$ cat config.mk
export PLATFORM = sky130hd
export DESIGN_NAME = csr_top
export DESIGN_NICKNAME = d
export VERILOG_FILES = /design/src/source/csr_pkg.sv /design/src/source/csr_port_if.sv /design/src/source/csr_access.sv /design/src/source/csr_machine_regs.sv /design/src/source/csr_top.sv
export SDC_FILE = /design/constraint.sdc
export NUM_CORES = 1
export LEC_CHECK = 0
export BUFFER_PORTS_ARGS = -buffer_cell sky130_fd_sc_hd__buf_2
export CORE_MARGIN = 2
export CORE_UTILIZATION = 25
export DETAILED_ROUTE_END_ITERATION = 8
export GPL_ROUTABILITY_DRIVEN = 0
export GPL_TIMING_DRIVEN = 0
export PLACE_DENSITY_LB_ADDON = 0.12
export SYNTH_ARGS = -nofsm -noshare
export SYNTH_HDL_FRONTEND = slang
export SYNTH_SLANG_ARGS = --single-unit
$ cat constraint.sdc
create_clock -name clk -period 2.2 [get_ports clk]
set_input_delay 0 -clock clk [delete_from_list [all_inputs] [get_ports clk]]
set_output_delay 0 -clock clk [all_outputs]
set_load 0.01 [all_outputs]
$ cat src/source/csr_pkg.sv
/*
 * CSR package
 * Widths, CSR addresses, operation and register-select encodings,
 * hardwired values and mstatus layout for the RV32 machine-mode CSR block
 */
package csr_pkg;

  // ==================================================
  // Widths and base types
  // ==================================================
  localparam int XLEN = 32;

  typedef logic [XLEN-1:0] xlen_t;      // Data word, PC, trap value
  typedef logic [11:0]     csr_addr_t;
  typedef logic [1:0]      priv_t;
  typedef logic [4:0]      cause_t;     // Exception code only

  localparam priv_t PRIV_U = 2'd0;
  localparam priv_t PRIV_M = 2'd3;

  // Privilege field inside a CSR address
  localparam int ADDR_PRIV_HI = 9;
  localparam int ADDR_PRIV_LO = 8;

  // Upper nibble of the 0x700..0x7FF test window
  localparam logic [3:0] ADDR_TEST_PAGE = 4'h7;

  // ==================================================
  // Operations (funct3)
  // ==================================================
  typedef enum logic [2:0] {
    CSR_RW  = 3'd1,
    CSR_RS  = 3'd2,
    CSR_RC  = 3'd3,
    CSR_RWI = 3'd5,   // Immediate forms act like register forms
    CSR_RSI = 3'd6,
    CSR_RCI = 3'd7
  } csr_op_e;

  // ==================================================
  // CSR addresses
  // ==================================================
  localparam csr_addr_t ADDR_MSTATUS   = 12'h300;
  localparam csr_addr_t ADDR_MISA      = 12'h301;
  localparam csr_addr_t ADDR_MIE       = 12'h304;
  localparam csr_addr_t ADDR_MTVEC     = 12'h305;
  localparam csr_addr_t ADDR_MSCRATCH  = 12'h340;
  localparam csr_addr_t ADDR_MEPC      = 12'h341;
  localparam csr_addr_t ADDR_MCAUSE    = 12'h342;
  localparam csr_addr_t ADDR_MTVAL     = 12'h343;
  localparam csr_addr_t ADDR_MIP       = 12'h344;
  localparam csr_addr_t ADDR_MVENDORID = 12'hF11;   // Info registers, read-only
  localparam csr_addr_t ADDR_MARCHID   = 12'hF12;
  localparam csr_addr_t ADDR_MIMPID    = 12'hF13;
  localparam csr_addr_t ADDR_MHARTID   = 12'hF14;

  // Decoded register select, one per implemented CSR
  typedef enum logic [3:0] {
    SEL_MSTATUS, SEL_MISA, SEL_MIE, SEL_MTVEC,
    SEL_MSCRATCH, SEL_MEPC, SEL_MCAUSE, SEL_MTVAL, SEL_MIP,
    SEL_MVENDORID, SEL_MARCHID, SEL_MIMPID, SEL_MHARTID,
    SEL_TEST,         // Test window, reads zero
    SEL_NONE          // Unmapped
  } csr_sel_e;

  // ==================================================
  // Hardwired values
  // ==================================================
  localparam xlen_t MISA_VALUE      = 32'h4000_1129;  // MXL=1, I M A F D
  localparam xlen_t MVENDORID_VALUE = 32'h0;
  localparam xlen_t MARCHID_VALUE   = 32'h0;
  localparam xlen_t MIMPID_VALUE    = 32'h1;
  localparam xlen_t MHARTID_VALUE   = 32'h0;          // Single hart

  // mstatus layout
  localparam int    MSTATUS_MIE_BIT  = 3;
  localparam int    MSTATUS_MPIE_BIT = 7;
  localparam int    MSTATUS_MPP_HI   = 12;
  localparam int    MSTATUS_MPP_LO   = 11;
  localparam xlen_t MSTATUS_WMASK    = 32'h0000_1888;  // MPP, MPIE, MIE

endpackage

$ cat src/source/csr_port_if.sv
/*
 * CSR port interface
 * Carries the decoded register select and the final write value from
 * the access decoder to the register bank, and the read value back
 */
`timescale 1ns/1ps

interface csr_port_if;

  csr_pkg::csr_sel_e sel;        // Target register, decoded once
  csr_pkg::xlen_t    rdata;      // Current value of sel
  logic              wr_en;      // Legal write, sampled at the clock edge
  csr_pkg::xlen_t    wr_value;   // Value after read-modify-write

  // Decoder side
  modport access (
    output sel,
    output wr_en,
    output wr_value,
    input  rdata
  );

  // Register bank side
  modport regs (
    input  sel,
    input  wr_en,
    input  wr_value,
    output rdata
  );

endinterface

$ cat src/source/csr_access.sv
/*
 * CSR access decoder
 * Maps the address to a register select, checks existence, privilege
 * and read-only rules, and forms the read-modify-write value
 */
`timescale 1ns/1ps

module csr_access (
  input  csr_pkg::csr_addr_t csr_addr,
  input  csr_pkg::xlen_t     csr_wdata,     // rs1 or zero-extended uimm
  input  csr_pkg::csr_op_e   csr_op,
  input  logic               csr_we,
  input  csr_pkg::priv_t     current_priv,
  output logic               illegal_csr,
  csr_port_if.access         port
);

  csr_pkg::csr_sel_e sel;
  logic              addr_exists;
  logic              addr_ro;
  logic              priv_ok;
  csr_pkg::priv_t    addr_priv;

  // ==================================================
  // Address decode
  // ==================================================
  always_comb begin
    case (csr_addr)
      csr_pkg::ADDR_MSTATUS:   sel = csr_pkg::SEL_MSTATUS;
      csr_pkg::ADDR_MISA:      sel = csr_pkg::SEL_MISA;
      csr_pkg::ADDR_MIE:       sel = csr_pkg::SEL_MIE;
      csr_pkg::ADDR_MTVEC:     sel = csr_pkg::SEL_MTVEC;
      csr_pkg::ADDR_MSCRATCH:  sel = csr_pkg::SEL_MSCRATCH;
      csr_pkg::ADDR_MEPC:      sel = csr_pkg::SEL_MEPC;
      csr_pkg::ADDR_MCAUSE:    sel = csr_pkg::SEL_MCAUSE;
      csr_pkg::ADDR_MTVAL:     sel = csr_pkg::SEL_MTVAL;
      csr_pkg::ADDR_MIP:       sel = csr_pkg::SEL_MIP;
      csr_pkg::ADDR_MVENDORID: sel = csr_pkg::SEL_MVENDORID;
      csr_pkg::ADDR_MARCHID:   sel = csr_pkg::SEL_MARCHID;
      csr_pkg::ADDR_MIMPID:    sel = csr_pkg::SEL_MIMPID;
      csr_pkg::ADDR_MHARTID:   sel = csr_pkg::SEL_MHARTID;
      default: begin
        // Whole 0x7xx page is accepted as test space
        if (csr_addr[11:8] == csr_pkg::ADDR_TEST_PAGE) begin
          sel = csr_pkg::SEL_TEST;
        end else begin
          sel = csr_pkg::SEL_NONE;
        end
      end
    endcase
  end

  assign port.sel = sel;

  // ==================================================
  // Legality checks
  // ==================================================
  assign addr_exists = (sel != csr_pkg::SEL_NONE);
  assign addr_priv   = csr_addr[csr_pkg::ADDR_PRIV_HI:csr_pkg::ADDR_PRIV_LO];
  assign priv_ok     = (current_priv >= addr_priv);     // Need at least the CSR level

  // Bits 11:10 == 3 marks the read-only space, misa is hardwired too
  assign addr_ro = (csr_addr[11:10] == 2'b11) || (sel == csr_pkg::SEL_MISA);

  // Only writes are checked, every CSR instruction raises csr_we
  assign illegal_csr = csr_we && (!addr_exists || !priv_ok || addr_ro);

  // ==================================================
  // Read-modify-write
  // ==================================================
  always_comb begin
    case (csr_op)
      csr_pkg::CSR_RW,
      csr_pkg::CSR_RWI: port.wr_value = csr_wdata;                 // Plain write
      csr_pkg::CSR_RS,
      csr_pkg::CSR_RSI: port.wr_value = port.rdata | csr_wdata;    // Set bits
      csr_pkg::CSR_RC,
      csr_pkg::CSR_RCI: port.wr_value = port.rdata & ~csr_wdata;   // Clear bits
      default:          port.wr_value = port.rdata;                // No change
    endcase
  end

  // Store only what passed every check
  assign port.wr_en = csr_we && !illegal_csr;

endmodule

$ cat src/source/csr_machine_regs.sv
/*
 * Machine CSR bank
 * Holds mstatus fields and the machine trap registers, applies CSR
 * writes, trap entry and MRET, and drives the read value for a select
 */
`timescale 1ns/1ps

module csr_machine_regs (
  input  logic                clk,
  input  logic                reset_n,
  input  logic                trap_entry,
  input  csr_pkg::xlen_t      trap_pc,
  input  csr_pkg::cause_t     trap_cause,
  input  csr_pkg::xlen_t      trap_val,
  input  logic                mret,
  input  csr_pkg::priv_t      current_priv,
  csr_port_if.regs            port,
  output csr_pkg::xlen_t      trap_vector,
  output csr_pkg::xlen_t      mepc_out,
  output logic                mstatus_mie,
  output csr_pkg::priv_t      mpp_out
);

  // mstatus fields, everything else reads as zero
  logic           mie_q;
  logic           mpie_q;
  csr_pkg::priv_t mpp_q;

  // Full-width machine registers
  csr_pkg::xlen_t mie_reg_q;      // Interrupt enables, plain storage here
  csr_pkg::xlen_t mtvec_q;
  csr_pkg::xlen_t mscratch_q;
  csr_pkg::xlen_t mepc_q;
  csr_pkg::xlen_t mcause_q;
  csr_pkg::xlen_t mtval_q;
  csr_pkg::xlen_t mip_q;          // Pending bits, software-written only

  csr_pkg::xlen_t mstatus_value;
  csr_pkg::xlen_t mstatus_wr;

  // ==================================================
  // mstatus packing
  // ==================================================
  always_comb begin
    mstatus_value = '0;
    mstatus_value[csr_pkg::MSTATUS_MIE_BIT]  = mie_q;
    mstatus_value[csr_pkg::MSTATUS_MPIE_BIT] = mpie_q;
    mstatus_value[csr_pkg::MSTATUS_MPP_HI:csr_pkg::MSTATUS_MPP_LO] = mpp_q;
  end

  // Drop reserved bits of an incoming mstatus write
  assign mstatus_wr = port.wr_value & csr_pkg::MSTATUS_WMASK;

  // ==================================================
  // State update
  // ==================================================
  always_ff @(posedge clk or negedge reset_n) begin
    if (!reset_n) begin
      mie_q      <= 1'b0;              // Interrupts off
      mpie_q     <= 1'b0;
      mpp_q      <= csr_pkg::PRIV_M;
      mie_reg_q  <= '0;
      mtvec_q    <= '0;                // Handler at address 0
      mscratch_q <= '0;
      mepc_q     <= '0;
      mcause_q   <= '0;
      mtval_q    <= '0;
      mip_q      <= '0;
    end else if (trap_entry) begin
      // Trap always targets M-mode
      mepc_q   <= {trap_pc[csr_pkg::XLEN-1:1], 1'b0};
      mcause_q <= {{(csr_pkg::XLEN-5){1'b0}}, trap_cause};   // Exceptions only
      mtval_q  <= trap_val;
      mpie_q   <= mie_q;               // Save enable
      mie_q    <= 1'b0;                // Block nested interrupts
      mpp_q    <= current_priv;
    end else if (mret) begin
      mie_q  <= mpie_q;                // Restore enable
      mpie_q <= 1'b1;
      mpp_q  <= csr_pkg::PRIV_M;
    end else if (port.wr_en) begin
      case (port.sel)
        csr_pkg::SEL_MSTATUS: begin
          mie_q  <= mstatus_wr[csr_pkg::MSTATUS_MIE_BIT];
          mpie_q <= mstatus_wr[csr_pkg::MSTATUS_MPIE_BIT];
          mpp_q  <= mstatus_wr[csr_pkg::MSTATUS_MPP_HI:csr_pkg::MSTATUS_MPP_LO];
        end
        csr_pkg::SEL_MIE:      mie_reg_q  <= port.wr_value;
        csr_pkg::SEL_MTVEC:    mtvec_q    <= {port.wr_value[csr_pkg::XLEN-1:2], 2'b00};
        csr_pkg::SEL_MSCRATCH: mscratch_q <= port.wr_value;
        csr_pkg::SEL_MEPC:     mepc_q     <= {port.wr_value[csr_pkg::XLEN-1:1], 1'b0};
        csr_pkg::SEL_MCAUSE:   mcause_q   <= port.wr_value;
        csr_pkg::SEL_MTVAL:    mtval_q    <= port.wr_value;
        csr_pkg::SEL_MIP:      mip_q      <= port.wr_value;
        default: begin
          // Test window, unmapped and hardwired registers keep no state
        end
      endcase
    end
  end

  // ==================================================
  // Read path
  // ==================================================
  always_comb begin
    case (port.sel)
      csr_pkg::SEL_MSTATUS:   port.rdata = mstatus_value;
      csr_pkg::SEL_MISA:      port.rdata = csr_pkg::MISA_VALUE;
      csr_pkg::SEL_MIE:       port.rdata = mie_reg_q;
      csr_pkg::SEL_MTVEC:     port.rdata = mtvec_q;
      csr_pkg::SEL_MSCRATCH:  port.rdata = mscratch_q;
      csr_pkg::SEL_MEPC:      port.rdata = mepc_q;
      csr_pkg::SEL_MCAUSE:    port.rdata = mcause_q;
      csr_pkg::SEL_MTVAL:     port.rdata = mtval_q;
      csr_pkg::SEL_MIP:       port.rdata = mip_q;
      csr_pkg::SEL_MVENDORID: port.rdata = csr_pkg::MVENDORID_VALUE;
      csr_pkg::SEL_MARCHID:   port.rdata = csr_pkg::MARCHID_VALUE;
      csr_pkg::SEL_MIMPID:    port.rdata = csr_pkg::MIMPID_VALUE;
      csr_pkg::SEL_MHARTID:   port.rdata = csr_pkg::MHARTID_VALUE;
      default:                port.rdata = '0;       // Test window and unmapped
    endcase
  end

  // Status towards the core
  assign trap_vector = mtvec_q;       // Direct mode only
  assign mepc_out    = mepc_q;
  assign mstatus_mie = mie_q;
  assign mpp_out     = mpp_q;

  // ==================================================
  // Checks
  // ==================================================
  // Pipeline must never retire a trap and an MRET together
  a_trap_mret_excl: assert property (
    @(posedge clk) disable iff (!reset_n) !(trap_entry && mret)
  ) else $error("csr_machine_regs: trap_entry and mret in the same cycle");

  // Decoder only strobes writes for mapped registers
  a_wr_mapped: assert property (
    @(posedge clk) disable iff (!reset_n) port.wr_en |-> (port.sel != csr_pkg::SEL_NONE)
  ) else $error("csr_machine_regs: write strobe for unmapped select");

endmodule

$ cat src/source/csr_top.sv
/*
 * Machine-mode CSR block, top level
 * Joins the access decoder and the machine register bank behind plain ports
 */
`timescale 1ns/1ps

module csr_top (
  input  logic               clk,
  input  logic               reset_n,

  // CSR instruction side
  input  csr_pkg::csr_addr_t csr_addr,
  input  csr_pkg::xlen_t     csr_wdata,      // rs1 or uimm, already resolved
  input  csr_pkg::csr_op_e   csr_op,         // funct3
  input  logic               csr_we,
  output csr_pkg::xlen_t     csr_rdata,      // Same-cycle read
  output logic               illegal_csr,

  // Trap entry
  input  logic               trap_entry,
  input  csr_pkg::xlen_t     trap_pc,
  input  csr_pkg::cause_t    trap_cause,
  input  csr_pkg::xlen_t     trap_val,
  output csr_pkg::xlen_t     trap_vector,

  // Trap return
  input  logic               mret,
  output csr_pkg::xlen_t     mepc_out,

  // Status
  input  csr_pkg::priv_t     current_priv,
  output logic               mstatus_mie,
  output csr_pkg::priv_t     mpp_out
);

  // Decoder to register bank link
  csr_port_if i_port ();

  // Address decode, checks, read-modify-write
  csr_access i_access (
    .csr_addr     (csr_addr),
    .csr_wdata    (csr_wdata),
    .csr_op       (csr_op),
    .csr_we       (csr_we),
    .current_priv (current_priv),
    .illegal_csr  (illegal_csr),
    .port         (i_port.access)
  );

  // Storage, trap entry and MRET
  csr_machine_regs i_regs (
    .clk          (clk),
    .reset_n      (reset_n),
    .trap_entry   (trap_entry),
    .trap_pc      (trap_pc),
    .trap_cause   (trap_cause),
    .trap_val     (trap_val),
    .mret         (mret),
    .current_priv (current_priv),
    .port         (i_port.regs),
    .trap_vector  (trap_vector),
    .mepc_out     (mepc_out),
    .mstatus_mie  (mstatus_mie),
    .mpp_out      (mpp_out)
  );

  // Read value straight from the selected register
  assign csr_rdata = i_port.rdata;

endmodule

==> results of run 1 <==
## registers in the layout, indices dropped and copies added, names as in the netlist, 2 cells and up
register            count
i_regs.mcause_q        32
i_regs.mie_reg_q       32
i_regs.mip_q           32
i_regs.mscratch_q      32
i_regs.mtval_q         32
i_regs.mepc_out        31
i_regs.trap_vector     30
i_regs.mpp_out          2
## layer usage
layer  GRT usage  share of wire  up-vias
met3      0.0353          0.059      115
met5           0              0        -
met2       0.428           0.47      552
li1            -              -     5675
met1       0.361           0.44     6564
met4      0.0773          0.032        0
## critical path, delay by kind of cell
kind / cells / cell delay, ns
AND/OR/NAND/NOR: 1 / 0.29
AO/OA/AOI/OAI: 7 / 1.65
buffers and inverters: 4 / 0.68
## cells in the mapped netlist (all sizes together) (5+ instances only)
library cell	number	area [um^2]
and3	12	80.1
clkbuf	65	244
nor3	12	87.6
nor3b	5	37.5
a21boi	7	56.3
o211ai	22	175
nand2	162	611
a211oi	30	260
o2111ai	10	93.8
nand3	14	75.1
buf	41	225
and4	5	43.8
nand2b	10	62.6
mux2i	12	120
o21ai	145	729
o22ai	8	50.1
dfrtp	223	5580
a21oi	114	616
a222oi	13	130
nor2	111	417
a221o	13	130
nand4	7	43.8
o31ai	9	86.3
and2	22	138
a221oi	14	178
inv	22	82.6
a31oi	10	62.6
a32oi	9	86.3
a22oi	72	541
a22o	23	201
## per-stage QoR
step                total power (uW)  setup WS (ns)   util  setup TNS [ns]
finish                         10700        -0.0334  0.379         -0.0560
global route                   11000        -0.0731  0.379          -0.364
CTS                            10700        -0.0261  0.366         -0.0556
detailed placement              5590          -1.90  0.302         -342.55
global placement                5560          -3.34  0.300        -1086.90
floorplan                       4950         -0.287      -          -18.01
## cell usage in the layout, fill, tap and decap left out, drive strengths merged, types with 4 or more instances in the layout
cell,instances
nand2,162
o22ai,8
dfrtp,223
a221o,13
nor4b,4
nand2b,10
inv,22
and3,12
o2111ai,10
o211ai,22
xor2,4
o31ai,9
a211oi,30
a21boi,7
clkbuf,95
nor3,12
nand3,14
mux2i,12
a22oi,72
nor2,111
or2,4
a22o,23
dlygate4sd3,94
a31oi,10
o21ai,145
a222oi,13
and2,22
and4,5
nand4,7
buf,365
a221oi,14
nor3b,5
a21oi,114
a32oi,9
## worst paths after layout
kind / from / to / slack [ns] / cells after the start
max in group asynchronous: reset_n / i_regs.mtval_q[9]$_DFFE_PN0P_ / 0.72 / 5
worst max-delay path: csr_addr[9] / i_regs.mcause_q[18]$_DFFE_PN0P_ / -0.03 / 12
worst min-delay path: csr_wdata[17] / i_regs.mie_reg_q[17]$_DFFE_PN0P_ / -0.01 / 4
min in group asynchronous: reset_n / i_regs.trap_vector[26]$_DFFE_PN0P_ / 0.51 / 4
worst min register to register: i_regs.mip_q[6]$_DFFE_PN0P_ / i_regs.mip_q[6]$_DFFE_PN0P_ / 0.49 / 2
worst max register to register: i_regs.trap_vector[18]$_DFFE_PN0P_ / i_regs.mcause_q[18]$_DFFE_PN0P_ / -0.01 / 7
## layout make-up
cell class	instances	area share
buffer	98	0.0401
clock buffer	45	0.0504
clock inverter	5	0.00306
inverter	22	0.00459
multi-input combinational	936	0.373
sequential	225	0.313
tap	615	0.0428
timing repair buffer	411	0.173
## where the power goes
group	internal (uW)	leakage (uW)	switching [uW]
registers	4270	0.00301	124
clock network	2910	0.000471	1980
logic	585	0.00443	827
total	7760	0.00792	2930
## kinds of logic (layout without fill, tap and decap cells)
family,count (synthesis),count (layout)
AO/OA/AOI/OAI,528,528
XOR/XNOR,6,6
adder cells (fa/ha/maj),2,2
buffers and inverters,128,581
flip-flops,225,225
multiplexers,15,15
other,1,3
AND/OR/NAND/NOR,382,382
## repair_timing
| action | in CTS | in global routing |
|---|---|---|
| endpoints found under the setup margin | 257 | 236 |
| buffers inserted | 61 | 39 |
| hold endpoints to repair | 275 | 0 |
| pin swaps | 32 | 54 |
| hold buffers | 95 | 0 |
| resized for setup | 122 | 127 |
==> results.txt, run 1 <==
- The core region is 0.0474 mm^2.
* Initial Utilization: 0.251
- CTS saw 225 sinks.
- Walking the worst path, the cells encountered are buf_2 > and4bb_2 > clkbuf_4 > a41oi_4 > a211oi_4 > buf_12 > a222oi_1 > o211ai_4 > o211a_1 > a221oi_4 > buf_6 > a211oi_2.
- The worst setup path is launched from a primary input.
- Across the routed clock network, the largest skew measured is 0.0113 ns.
- For the worst-skew pair, the clock arrives at the later sink with an insertion delay of 0.57 ns.
- Dividing the final minimum period by the clock period gives 1.02.
- Data arrival time of the worst path: 2.65 ns
- Worst IR drop on VDD: 0.530 mV
- The critical path in this run is classified as primary input to register.
- Dominant combinational cell family by area after synthesis: compound AO/OA/AOI/OAI gates
* Area taken by multi-input logic gates: 0.00670 mm^2
- Setup slack on the critical path of the routed design comes to -0.0334 ns.
* Required arrival time at the worst endpoint: 2.62 ns
- Crit. End Element: register
- The share of the Yosys chip area taken by registers is 0.473.
* Buffer type at the clock tree root: clkbuf_16
- After clock tree synthesis, the clock-pin slew on the worst setup and hold paths is 0.06 ns.
- The cell area that synthesis handed to floorplanning was 0.0119 mm^2.
* Dpl cells: 2120
* Iter 0 DRT Violations: 902
- In the routed layout, each cell is associated on average with a via count of 5.48.
* Result of the run: finished, violations left
- N_diodes: 0
* Number of antenna violations at the first check in global routing: 1
- Violated checks: hold timing, setup timing
- Max-cap check violation count: 0
- Total non-filler cell area in the finished layout: 0.0180 mm^2
* HPWL after detailed placement: 45600 um
- In this run, synthesis produced a sequential element count of 225.
- Path category of the worst min-delay check: primary input to register
- Once detail routing completed, the nets flagged for antenna violations numbered 0.
* Count of synthesis-stage warnings from yosys: 0
* Parity-gate share of the synthesized area counting xor and xnor cells: 0.00441
* Hold Fails Final Rpt: 4
- Along the worst path, the maximum fanout reaches 10.
- During placement, the flow inserted port buffers numbering 212.
- Setup repair after global routing could not meet its margin everywhere.
- Number of buffers created by CTS: 29
- Synthesis produced 1287 cells.
- Die width: 222 um
- The final max-slew violation count was 0.
* Setup violations, final: 3
- Placement Rows: 80
- Remaining routing DRC violations: 0
* CTS tree: yes
- Post-synth EDFFs: 0
- Register area: 0.00563 mm^2
- Power per standard cell area: 595 mW/mm^2
- Via total after detailed routing: 12900
- For this run, asynchronously set or reset flops after synthesis account for 1.00.
* Post-Synth Adder-Cell Area: 0.00210
- Wire length per cell: 28.0 um
* Final Non-Filler Cells: 2357
* Total placed instance area: 0.0143 mm^2
- Among all flip-flop cells after synthesis, the most frequent one is dfrtp_1.
- After layout, the minimum clock period comes to 2.23 ns.
* Die Y-Extent: 222 um
- The via count of the first global-routing pass came to 12700.
- In this run the mean area of a mapped cell was 9.26 um^2.
- The area growth from synthesis to layout is 50.9%.
* Total wire length: 66100 um
- The largest single stage delay on the critical path is 0.45 ns.
* Synth Area in Compound Gates: 0.311
* Layout cell share with drive strength beyond 1: 0.349
- Multiplexer share of the synthesized area: 0.0129
- The die covers 0.0494 mm^2.
- Global-route wire length before repair: 93600 um
- All-Layer GR Usage: 0.262
- Simple logic cell fraction of the synthesized area: 0.151
- Pin count of the biggest net entering global routing: 94
- For the pin with the worst max-slew slack, the measured transition is 1.23 ns.
- Layout fillers: 4854
* Netlist cell types: 92
* I/O Pins: 223
* Number of levels in the clock H-tree: 1
* Slowest library cell on the worst path: a222oi_1
- Derived from the worst setup path, the maximum achievable clock frequency is 448 MHz.
- Worst-case clock buffer depth: 3
- Iteration count of the initial detailed-routing pass: 5
- For this run the aggregate overflow at the end of global routing stands at 0.
- Remaining max-slew budget at the tightest pin: 0.181
* LEAKAGE: 0.00792 uW
- The net count of the finished layout is 1848.
* Tightest hold margin: -0.0148 ns
Power figures use the tool's default switching activity.
==> run 2, diff against run 1 <==
--- a/config.mk
+++ b/config.mk
@@ -12,6 +12,7 @@
 export GPL_ROUTABILITY_DRIVEN = 0
 export GPL_TIMING_DRIVEN = 0
 export PLACE_DENSITY_LB_ADDON = 0.12
+export RECOVER_POWER = 100
 export SYNTH_ARGS = -nofsm -noshare
 export SYNTH_HDL_FRONTEND = slang
 export SYNTH_SLANG_ARGS = --single-unit
==> run 2 against run 1 <==
Compared with the run above:
- the run still ends with hold timing, setup timing left
- design area shrank 0.61%
- critical path depth is the same
- sequential cell count is the same
- total power shrank 0.11%
- utilization shrank 0.23 points
- global-route usage is the same
- register-to-register slack gained 0.02 ns
- die area is the same
- via count shrank 0.10%
- sequential share of layout area grew 0.19 points
- final cell count is the same
- routed wire length is essentially flat
==> results.txt, run 2 (synthesis results as in run 1) <==
* Result of the run: finished, violations left
- The checks that failed: hold timing, setup timing.
- Die Y-Extent: 222 um (unchanged)
- The number of violations reported at the end of detailed-routing iteration 0 was 987 (+9.4%).
- The number of buffers created by CTS came to 29 (unchanged).
* Proportion of power drawn by the clock network: 0.458 (about the same)
* Skew-Pair Late Insertion Delay: 0.57 ns (about the same)
- Final worst path period need: 2.22 ns (-0.0111 ns)
* Maximum fanout count along the critical path: 10 (unchanged)
- The antenna violation net count after detailed routing came to 0 (unchanged).
- Iteration count of the initial detailed-routing pass: 7 (+2)
- STA classifies the critical path startpoint as a primary input.
- Commonest cells after routing, fill and taps aside: 223 x dfrtp_1, 154 x nand2_1, 153 x buf_2
- Wire length per cell: 28.1 um (about the same)
- The reported leakage power is 0.00768 uW (-3.0%).
- The count of final setup violators is 3 (unchanged).
- The final max-slew violation count was 0 (unchanged).
- The maximum frequency from static timing analysis is 450 MHz (+0.50%).
- The library cell used most frequently in the layout, excluding fill and tap cells, is dfrtp_1.
- The detailed-route vias per instance was 5.47 (-0.10%).
- The fraction of layout cells with a size suffix above 1 was 0.314 (-0.0350).
- Remaining max-slew budget at the tightest pin: 0.0697 (-0.111)
* Final Non-Filler Cells: 2357 (unchanged)
* Synthesis-to-finish area growth: 49.9%
- Global-route wire length before repair: 93600 um (unchanged)
* Number of levels in the clock H-tree: 1 (unchanged)
- Worst IR drop on VDD: 0.533 mV (+0.54%)
- Setup repair after global routing missed its margin: yes
- The clock tree skew after final layout was 0.00928 ns (-0.00207 ns).
- Placement Rows: 80 (unchanged)
- Clock net sink count: 225 (unchanged)
* Proportion of power drawn by flip-flops and latches: 0.411 (about the same)
* HPWL after detailed placement: 45600 um (unchanged)
- Number of nets in the layout: 1848 (unchanged)
* Pin count of the biggest net entering global routing: 94 (unchanged)
- The initial antenna violation count came to 1 (unchanged).
* Share of the clock period used by the worst path: 1.01 (-0.00504)
* Placeable core region: 0.0474 mm^2 (unchanged)
- All-Layer GR Usage: 0.262 (unchanged)
- The net switching share of the total power is 0.275 (+0.00114).
* P_int: 7740 uW (-0.27%)
- Initial Utilization: 0.251 (unchanged)
* Sum of overflow across all layers after global routing: 0 (unchanged)
- The total net switching power was 2940 uW (+0.30%).
- The via count of the first global-routing pass was 12700 (unchanged).
- The cell area power density came to 598 mW/mm^2 (+0.50%).
- Clock transition at path regs: 0.06 ns (about the same)
* CTS tree: yes
* Remaining routing DRC violations: 0 (unchanged)
- N_diodes: 0 (unchanged)
- The flip-flop and latch area was 0.00563 mm^2 (unchanged).
- Worst-case setup margin in the final layout: -0.0223 ns (+0.0111 ns)
* Data arrival time of the worst path: 2.64 ns (about the same)
- Required arrival time at the worst endpoint: 2.62 ns (about the same)
- The worst setup path is captured at a register.
- The cell count after placement is 2120 (unchanged).
- Via total after detailed routing: 12900 (-0.10%)
- The maximum clock insertion buffer count is 3 (unchanged).
- Die Area: 0.0494 mm^2 (unchanged)
* Logic pwr share: 0.130 (-0.002)
- Class of the most critical setup path: primary input to register
* Buffers added on ports: 212 (unchanged)
- Path category of the worst min-delay check: primary input to register
* Total wire length: 66100 um (about the same)
* Tightest hold margin: -0.0182 ns (-0.00343 ns)
- The tree is rooted in a clkbuf_16.
- The filler cell count in the final layout was 4881 (+0.56%).
- The footprint of the multi-input gates is 0.00670 mm^2 (unchanged).
- The number of primary I/O pins is 223 (unchanged).
- Slew at the pin closest to its max-slew limit: 1.40 ns (+0.167 ns)
* Die width: 222 um (unchanged)
* Hold Fails Final Rpt: 6 (+2)
- Worst setup timing slack at the placement stage: -1.90 ns (unchanged)
- Max-cap check violation count: 0 (unchanged)
run 2: power by group through the flow:
stage	registers, uW	clock network (uW)	logic, uW
after global routing	4400	5110	1490
after floorplan	4440	0	508
final	4390	4900	1390
after CTS	4390	4960	1350
after global placement	4460	0	1100
after detailed placement	4460	0	1130
run 2: final cells by class:
cell class,instances,area share
Sequential cell,225,0.315
Tap cell,615,0.0430
Clock inverter,5,0.00308
Multi-Input combinational cell,936,0.375
Clock buffer,45,0.0507
Inverter,22,0.00462
Buffer,98,0.0403
Timing Repair Buffer,411,0.168
run 2: through the flow:
step / total power [uW] / setup TNS (ns) / util / cell area [um^2]
finish: 10700 / -0.0358 / 0.377 / 17900
global placement: 5560 / -1086.90 / 0.300 / 14200
global route: 11000 / -0.386 / 0.377 / 17900
CTS: 10700 / -0.0556 / 0.366 / 17300
floorplan: 4950 / -18.01 / - / 12400
detailed placement: 5590 / -342.55 / 0.302 / 14300
run 2: per-layer routing:
layer / track usage / share of wire / vias to the layer above
met5: 0 / 0 / -
met1: 0.361 / 0.44 / 6537
li1: - / - / 5669
met4: 0.0773 / 0.033 / 0
met3: 0.0353 / 0.064 / 115
met2: 0.428 / 0.46 / 572
run 2: path summary, 6_finish.rpt:
check / start / endpoint / slack (ns) / cells after the start
min reg2reg: i_regs.mip_q[19]$_DFFE_PN0P_ / i_regs.mip_q[19]$_DFFE_PN0P_ / 0.48 / 2
max reg2reg: i_regs.trap_vector[18]$_DFFE_PN0P_ / i_regs.mcause_q[18]$_DFFE_PN0P_ / 0.01 / 7
max: csr_addr[9] / i_regs.mcause_q[18]$_DFFE_PN0P_ / -0.02 / 12
min in group asynchronous: reset_n / i_regs.trap_vector[23]$_DFFE_PN0P_ / 0.68 / 4
min: csr_wdata[17] / i_regs.mie_reg_q[17]$_DFFE_PN0P_ / -0.02 / 4
max in group asynchronous: reset_n / i_regs.mepc_out[29]$_DFFE_PN0P_ / 0.26 / 4
run 2: worst max-delay path, stage by stage:
cell and delay [ns]:
buf_2 0.12, and4bb_2 0.29, clkbuf_4 0.22, a41oi_4 0.35, a211oi_4 0.07, buf_12 0.16
a222oi_1 0.43, o211ai_4 0.18, o211a_1 0.29, a221oi_4 0.23, buf_6 0.18, a211oi_2 0.07
run 2: what timing repair did:
action	CTS	global route
hold buffers	95	0
gates resized for setup	122	127
pin swaps	32	54
gates cloned	0	0
setup buffers	61	39
endpoints found under the setup margin	257	236
endpoints found under the hold margin	275	0
